$ cat config.mk
export PLATFORM = sky130hd
export DESIGN_NAME = routerArbTop
export DESIGN_NICKNAME = d
export VERILOG_FILES = /design/src/rtl/arbPkg.sv /design/src/rtl/nocPkg.sv /design/src/rtl/flitDecoder.sv /design/src/rtl/grantTimer.sv /design/src/rtl/portArbiter.sv /design/src/rtl/routerArbTop.sv /design/src/rtl/switchOutput.sv
export SDC_FILE = /design/constraint.sdc
export NUM_CORES = 1
export LEC_CHECK = 0
export BUFFER_PORTS_ARGS = -buffer_cell sky130_fd_sc_hd__buf_2
export CORE_MARGIN = 10
export CORE_UTILIZATION = 40
export CTS_CLUSTER_SIZE = 24
export DETAILED_ROUTE_END_ITERATION = 10
export PLACE_DENSITY_LB_ADDON = 0.1
export SETUP_SLACK_MARGIN = 0.4
export SLEW_MARGIN = 20
export SYNTH_ARGS = -nofsm -noshare
export SYNTH_HDL_FRONTEND = slang
export SYNTH_SLANG_ARGS = --single-unit
$ cat constraint.sdc
create_clock -name clk -period 11.6 [get_ports clk]
set_input_delay 0.58 -clock clk [delete_from_list [all_inputs] [get_ports clk]]
set_output_delay 0.58 -clock clk [all_outputs]
set_load 0.05 [all_outputs]
$ cat src/rtl/arbPkg.sv
package arbPkg;

  // local, north, east, west, south.
  localparam int numPorts = 5;

  // port index, L 0, N 1, E 2, W 3, S 4.
  typedef logic [2:0] portT;

  // one-hot grant, bit n is port n.
  typedef logic [numPorts-1:0] grantT;

  // ======================================================================
  // arbiter states
  // ======================================================================

  // one-hot, grant bits sit above the idle bit.
  typedef enum logic [5:0] {
    idle   = 6'b000001,
    grantL = 6'b000010,
    grantN = 6'b000100,
    grantE = 6'b001000,
    grantW = 6'b010000,
    grantS = 6'b100000
  } arbStateT;

endpackage

$ cat src/rtl/nocPkg.sv
package nocPkg;

  // ======================================================================
  // flit fields
  // ======================================================================

  // flit kind, idle 0, header 1, body 2, tail 3.
  typedef logic [2:0] flitIdT;

  // packet length, doubles as the grant budget in cycles.
  typedef logic [11:0] lengthT;

  typedef logic [15:0] payloadT;

  localparam flitIdT headerId = 3'd1;

  // ======================================================================
  // flit as seen on a port
  // ======================================================================

  // length is only meaningful on header flits.
  typedef struct packed {
    logic    valid;
    flitIdT  id;
    lengthT  length;
    payloadT data;
  } flitT;

endpackage

$ cat src/rtl/flitDecoder.sv
`timescale 1ns/1ns

module flitDecoder (
  input  logic           clk,
  input  logic           rst,
  input  nocPkg::flitT   inFlit,
  output nocPkg::flitT   regFlit,
  output logic           req,
  output nocPkg::lengthT budget
);

  import nocPkg::*;

  logic isHeader;

  assign isHeader = inFlit.valid && (inFlit.id == headerId);

  // one register stage per port.
  always_ff @(posedge clk)
  begin
    if (rst)
    begin
      regFlit <= '0;
    end
    else
    begin
      regFlit <= inFlit;
    end
  end

  // budget follows the length of the latest header.
  always_ff @(posedge clk)
  begin
    if (rst)
    begin
      budget <= '0;
    end
    else if (isHeader)
    begin
      budget <= inFlit.length;
    end
  end

  // request is the registered valid level.
  assign req = regFlit.valid;

endmodule

$ cat src/rtl/grantTimer.sv
`timescale 1ns/1ns

module grantTimer (
  input  logic           clk,
  input  logic           rst,
  input  logic           run,
  input  nocPkg::lengthT budget,
  output logic           timesUp
);

  import nocPkg::*;

  lengthT count;

  // counts cycles of held grant, clears otherwise.
  always_ff @(posedge clk)
  begin
    if (rst || !run)
    begin
      count <= '0;
    end
    else
    begin
      count <= count + 1'b1;
    end
  end

  assign timesUp = (count == budget);

  // a running count must hit the budget before passing it.
  countInBudget: assert property (@(posedge clk) disable iff (rst)
    run |-> count <= budget);

endmodule

$ cat src/rtl/portArbiter.sv
`timescale 1ns/1ns

module portArbiter (
  input  logic           clk,
  input  logic           rst,
  input  arbPkg::grantT  req,
  input  nocPkg::lengthT budget [arbPkg::numPorts],
  output arbPkg::grantT  grant
);

  import arbPkg::*;

  arbStateT state;
  arbStateT nextState;
  portT     curPort;
  grantT    run;
  grantT    timesUp;

  function automatic arbStateT stateOf(input portT p);
    return arbStateT'(6'b000010 << p);
  endfunction

  // ======================================================================
  // per-port grant timers
  // ======================================================================

  for (genvar p = 0; p < numPorts; p++)
  begin : timerGen
    grantTimer timerInst (
      .clk     (clk),
      .rst     (rst),
      .run     (run[p]),
      .budget  (budget[p]),
      .timesUp (timesUp[p])
    );
  end

  // ======================================================================
  // state machine
  // ======================================================================

  always_ff @(posedge clk)
  begin
    if (rst)
    begin
      state <= idle;
    end
    else
    begin
      state <= nextState;
    end
  end

  always_comb
  begin
    case (state)
      grantL:  curPort = 3'd0;
      grantN:  curPort = 3'd1;
      grantE:  curPort = 3'd2;
      grantW:  curPort = 3'd3;
      grantS:  curPort = 3'd4;
      default: curPort = 3'd0;
    endcase
  end

  // lowest offset wins, so the loops run downwards.
  always_comb
  begin
    run = '0;
    nextState = idle;
    if (state == idle)
    begin
      for (int off = numPorts - 1; off >= 0; off--)
      begin
        if (req[off])
          nextState = stateOf(portT'(off));
      end
    end
    else if (req[curPort] && !timesUp[curPort])
    begin
      // hold while requesting and within budget.
      run[curPort] = 1'b1;
      nextState = state;
    end
    else
    begin
      // rotate, starting after the current holder.
      for (int off = numPorts - 1; off >= 1; off--)
      begin
        if (req[(curPort + off) % numPorts])
          nextState = stateOf(portT'((curPort + off) % numPorts));
      end
    end
  end

  assign grant = state[5:1];

  grantOneHot: assert property (@(posedge clk) disable iff (rst)
    $onehot0(grant));

  // a new grant goes only to a port that asked for it.
  grantFromRequest: assert property (@(posedge clk) disable iff (rst)
    |(grant & ~$past(grant)) |-> |(grant & ~$past(grant) & $past(req)));

endmodule

$ cat src/rtl/routerArbTop.sv
`timescale 1ns/1ns

module routerArbTop (
  input  logic          clk,
  input  logic          rst,
  input  nocPkg::flitT  portIn [arbPkg::numPorts],
  output nocPkg::flitT  outFlit,
  output arbPkg::grantT outGrant
);

  import nocPkg::*;
  import arbPkg::*;

  flitT   regFlit [numPorts];
  lengthT budget [numPorts];
  grantT  req;
  grantT  grant;

  // ======================================================================
  // decode, one stage per port
  // ======================================================================

  for (genvar p = 0; p < numPorts; p++)
  begin : decodeGen
    flitDecoder decoderInst (
      .clk     (clk),
      .rst     (rst),
      .inFlit  (portIn[p]),
      .regFlit (regFlit[p]),
      .req     (req[p]),
      .budget  (budget[p])
    );
  end

  portArbiter arbiterInst (
    .clk    (clk),
    .rst    (rst),
    .req    (req),
    .budget (budget),
    .grant  (grant)
  );

  switchOutput outputInst (
    .clk      (clk),
    .rst      (rst),
    .grant    (grant),
    .portFlit (regFlit),
    .outFlit  (outFlit),
    .outGrant (outGrant)
  );

endmodule

$ cat src/rtl/switchOutput.sv
`timescale 1ns/1ns

module switchOutput (
  input  logic          clk,
  input  logic          rst,
  input  arbPkg::grantT grant,
  input  nocPkg::flitT  portFlit [arbPkg::numPorts],
  output nocPkg::flitT  outFlit,
  output arbPkg::grantT outGrant
);

  import nocPkg::*;
  import arbPkg::*;

  flitT selFlit;

  // one-hot crossbar mux.
  always_comb
  begin
    selFlit = '0;
    for (int p = 0; p < numPorts; p++)
    begin
      if (grant[p])
        selFlit = selFlit | portFlit[p];
    end
  end

  always_ff @(posedge clk)
  begin
    if (rst)
    begin
      outFlit.valid <= 1'b0;
      outGrant <= '0;
    end
    else
    begin
      outFlit.valid <= selFlit.valid && (grant != '0);
      outGrant <= grant;
    end
    outFlit.id <= selFlit.id;
    outFlit.length <= selFlit.length;
    outFlit.data <= selFlit.data;
  end

  // the or-mux only yields a clean flit from a single grant bit.
  validHasGrant: assert property (@(posedge clk) disable iff (rst)
    outFlit.valid |-> $onehot(outGrant));

endmodule

* Yosys cells after proc, flatten, opt, wreduce, memory -nomap -nowiden
Cells that the tools add are included.
** Cells by class
- Reductions and logical operators :: 20
- Order comparisons :: 6
- Div/mod/pow operators :: 4
- Add/subtract/negate cells :: 9
- Mux-type cells :: 33
- Shifts and indexed selects :: 4
- Bitwise logic cells :: 4
- Equal/unequal tests :: 16
** Operators with widths (number)
- $mux 32 :: 5
- $lt 32x4->1 const B :: 4
- $mod 32x3->32 const B :: 4
- $or 32x32->32 :: 4
- $mux 6 :: 11
- $add 12x1->12 const B :: 5
- $eq 12x12->1 :: 5
- $shl 2x3->6 const A :: 4
- $bmux 1 s3 :: 6
- $eq 3x1->1 const B :: 5
- $pmux 3 s4 :: 1
- $mux 5 :: 2
- $add 3x2->4 const B :: 2
- $logic_and 1x1->1 :: 8
- $mux 1 :: 7
- $eq 6x1->1 const B :: 1
- $eq 6x3->1 const B :: 1
- $eq 6x4->1 const B :: 1
- $eq 6x5->1 const B :: 1
- $eq 6x6->1 const B :: 1
- $logic_not 1->1 :: 6
- $logic_or 1x1->1 :: 5
- $reduce_bool 5->1 :: 1
- $add 3x1->4 const B :: 1
- 5 further kinds :: 5
** Storage, ports and cells
- Register bits after elaboration :: 323
- Bits of input ports :: 162

* Longest topological paths before layout
- Depth in word-level cells :: 12
- Gate-level depth with buffers :: 22
- Gate-level depth less buffers :: 20

* By module
Synthesis repeated with hierarchy kept, for this count alone.
** Second synthesis, totals
- Cell total of the unflattened synthesis :: 1309
- Area, all modules :: 13621.8 um^2
** By module, submodules not included
- flitDecoder :: seq. area each 880.8 um^2, area each 1397.6 um^2, times used 5, cells an instance 107
- grantTimer :: seq. area each 240.2 um^2, area each 659.4 um^2, times used 5, cells an instance 76
- portArbiter :: seq. area each 120.1 um^2, area each 1736.7 um^2, times used 1, cells an instance 236
- switchOutput :: seq. area each 740.7 um^2, area each 1600.3 um^2, times used 1, cells an instance 158

* Worst setup path after synthesis
Ideal clock, no wire load.
- Path type :: flip-flop to flip-flop
- Start point :: register arbiterInst.state[0]
- End point :: register arbiterInst.state[5]
- Cell stages (with the launch flop) :: 21
- Slack :: 6.988 ns
- Arrival :: 4.495 ns
- Buffers on the path :: 0
- Path through :: dfxtp_1 > or4_4 > or2_2 > ha_1 > xnor2_1 > ha_1 > nor2_1 > o211ai_1 > nand3_2 > xnor2_4 > inv_2 > ha_1 > nand2b_1 > o211ai_1 > o21ai_0 > nor4_1 > a211o_1 > nor3_2 > o21a_1 > o21ai_0 > a32o_1
** Between the ends
- Cells in the longest elaborated chain, start to end :: 12
** RTL lines
- start: declaration :: RTL line portArbiter.sv:13 : arbStateT state;
- start signal: assignment :: RTL line portArbiter.sv:46 : state <= idle;
- start signal: assignment :: RTL line portArbiter.sv:50 : state <= nextState;
- $eq 6x6->1, or another cell as far along :: RTL line portArbiter.sv:56 : case (state)
- $pmux 3 s4 :: RTL line portArbiter.sv:56
- $add 3x3->4 :: RTL line portArbiter.sv:90, portArbiter.sv:91
- $mod 32x3->32 :: RTL line portArbiter.sv:90, portArbiter.sv:91
- $bmux 1 s3 :: RTL line portArbiter.sv:90 : if (req[(curPort + off) % numPorts])
- $mux 1 (implied by the code) :: RTL line portArbiter.sv:90
- $mux 6 (4 in a row) :: RTL line portArbiter.sv:90
- $mux 6 :: RTL line portArbiter.sv:79 : else if (req[curPort] && !timesUp[curPort])
- $mux 6 :: RTL line portArbiter.sv:71 : if (state == idle)
Parallel ways exist; a longest one is shown, timed or not. The select of a mux whose other input is x is not followed.
A chain may end at the register's enable or synchronous reset.

* Worst setup path in the final report
- Start point :: register arbiterInst.state[5]
- End point :: register arbiterInst.state[1]
Same word-level chain as after synthesis.

==> metrics.txt <==
Area Overhead vs Synth=20.31%; critical path's slowest cell=or4_4; WL/cell=19.03 microns; PortBufs=198; # DRC=0; Overflow after GRT=0; vias post-DR=10020; Final min period=5719 ps; Die Y=198.8 microns; cell family with most CP delay=simple AND/OR/NAND/NOR gates; row cnt=65; FMAX=0.1749 GHz; die area=39520 sq um; Setup Slack @ Placement=5978 ps; EDFF count, synth=0; CP startpoint kind=register; Final Hold Viols=0; share of the synthesized area in the top cell type=50.56%; CTS tree=built; synthesis-stage register bit count=323; Setup crit end kind=register; worst r2r path cells=20; fin crit share=49.30%; # IOs=199; critical path depth=20; Synth area leaders=dfxtp_1 (51%), nor2b_1 (8.2%), nand2_1 (5.6%), xnor2_1 (4.0%), xor2_1 (4.0%); Min-Delay Path Depth=2; max_slew headroom=34.45%; max incr delay on CP=670 ps; clock tree sinks=323; post-cts resize count=0; P per Cell Area=212.3 nW/um^2; Routed Antenna Nets=0; core area=31560 sq um; Via density=5.114; Post-Synthesis Cell Area=12790 sq um; vias in the first global route=10120; CP Class=register to register; CTS buffer count=36; Async SR Flop Fraction=0%; hold-fix buffers at CTS=0; CP Data Arrival Time=6080 ps; antenna violations before repair=4; final wirelength=37.29 mm; # Post-CTS Setup Buffers=0; syn_nets=1541; CP bufs+invs=1; gpl congestion=0.9150; predominant post-synthesis flop cell=dfxtp_1; first-pass GRT wire length=57.28 mm; Post-Syn Area per Cell=9.445 sq um; Worst-path clk slew=60 ps; largest area contributor in the netlist=dfxtp_1; Initial Util=40.53%; nets=1715; worst path required time=11960 ps; MaxCap Viol Count=0; Skew-Pair Late Insertion Delay=510 ps; Setup Skew=9.444 ps; die width=198.8 microns; Seq/Total Area, Yosys=50.56%; Total GRT Usage=18.42%; htree depth=2; status=complete, no violations; initial drt markers=665; Max Root-Sink Buffers=3; Peak VDD IR=124.7 uV; largest net degree at the start of global routing=91; unrepaired setup endpoints after global routing=no; CP Cell Sequence=or4_4 > or2_2 > ha_1 > xnor2_1 > ha_1 > nor2_1 > o211ai_1 > nand3_2 > xnor2_4 > inv_2 > ha_1 > nand2b_1 > o211ai_1 > o21ai_0 > nor4_1 > a211o_1 > nor3_2 > nor3_4 > a221oi_1 > nor3_1; TNS Setup=0 ps; Yosys cell types=78; most frequent cell after synthesis=dfxtp_1; fraction of layout instances using a drive strength above 1=19.82%; P_leak=6.262 nW; Post-DP HPWL=27.47 mm; Worst Hold Class=input pin to register; Post-synth top cells=dfxtp_1 (323), nand2_1 (191), nor2b_1 (167); Post-Synthesis Cells=1354; CP dominant cell by count=ha_1; DRT Pass-1 Iters=6; fin. max-slew vios=0; endpoints failing setup=0; Critical Path Fanout Max=41; Worst Tran Pin Value=983.2 ps; Root Buffer=clkbuf_16; Ys Warns=0; setup slack after layout=5881 ps
[worst paths after layout]
kind,from,end,slack (ps)
setup reg to reg,arbiterInst.state[5],arbiterInst.state[1],5880
hold / removal,portIn[39],decodeGen[3].decoderInst.regFlit[7],270
hold reg to reg,decodeGen[4].decoderInst.regFlit[4],outputInst.outFlit[4],440
setup / recovery,arbiterInst.state[5],arbiterInst.state[1],5880
[power by group]
part | total (mW) | switching, mW | internal, mW
Sequential | 1.27 | 0.0653 | 1.20
Clock | 1.19 | 0.452 | 0.740
Combinational | 0.806 | 0.555 | 0.251
[per-stage QoR]
stage               cells  cell area, sq um  hold slack, ps  total power [mW]  util [%]
floorplan            1354             12790           414.5             1.856         -
global placement     1892             14100           427.9             2.095     44.69
detailed placement   1892             14100           434.9             2.095     44.69
CTS                  1956             15360           259.8             3.290     48.67
global route         1959             15380           267.4             3.405     48.75
finish               1960             15390           272.3             3.267     48.76
[state kept, by name, summed over array words and instances, names as in the netlist]
| name | count |
|---|---|
| outputInst.outGrant | 5 |
| outputInst.outFlit | 32 |
| arbiterInst.state | 6 |
| decodeGen.decoderInst.budget | 60 |
| decodeGen.decoderInst.req | 5 |
| arbiterInst.timerGen.timerInst.count | 60 |
| decodeGen.decoderInst.regFlit | 155 |
[metal layers]
metal | track usage (%) | up-vias | wire length [microns] | share of wire [%]
met5 | 0 | - | 0 | 0
met4 | 6.499 | 0 | 1072 | 2.9
met3 | 3.971 | 66 | 2493 | 6.7
met2 | 29.05 | 314 | 16650 | 45
met1 | 24.30 | 4692 | 17070 | 46
li1 | - | 4952 | - | -
[layout make-up]
| cell class | count | area [sq um] |
|---|---|---|
| multi-input combinational | 936 | 5993 |
| sequential | 323 | 6472 |
| timing repair buffer | 206 | 1057 |
| antenna | 4 | 10.01 |
| inverter | 25 | 93.84 |
| clock buffer | 54 | 1091 |
| tap | 402 | 503.0 |
| clock inverter | 10 | 165.2 |
| fill | 3024 | 16170 |
[kinds of logic (layout without fill, tap and decap cells)]
group	count (synthesis)	count (layout)	share of synthesized area, %
other	0	4	0
DFF	323	323	50.56
xor gates and xnor gates	119	119	8.297
AOI/OAI and AO/OA	202	202	11.56
and+or+nand+nor	587	587	23.94
buffers and inverters	95	295	2.857
adders and majority gates	25	25	2.446
muxes	3	3	0.3326
[layout by cell type, fill, tap and decap left out, types with 4 or more instances in the layout]
cell type | synthesis | routed
a21oi_1 | 68 | 68
a222oi_1 | 32 | 32
a22oi_1 | 32 | 32
a31oi_1 | 5 | 5
and3_1 | 16 | 16
buf_2 | 4 | 197
buf_4 | 1 | 8
bufinv_16 | 0 | 4
clkbuf_1 | 60 | 8
clkbuf_16 | 0 | 38
clkbuf_8 | 0 | 8
clkinv_2 | 0 | 4
dfxtp_1 | 323 | 318
dfxtp_2 | 0 | 5
diode_2 | 0 | 4
ha_1 | 25 | 25
inv_1 | 21 | 21
inv_2 | 4 | 4
nand2_1 | 191 | 191
nand2b_1 | 6 | 6
nand3_1 | 42 | 42
nand4_1 | 13 | 13
nand4bb_1 | 5 | 5
nor2_1 | 90 | 90
nor2b_1 | 167 | 167
nor3_1 | 8 | 8
nor4_1 | 9 | 9
o211ai_1 | 8 | 8
o21ai_0 | 13 | 13
o22ai_1 | 10 | 10
or2_2 | 5 | 5
xnor2_1 | 59 | 59
xor2_1 | 59 | 59
Power figures use the tool's default switching activity.
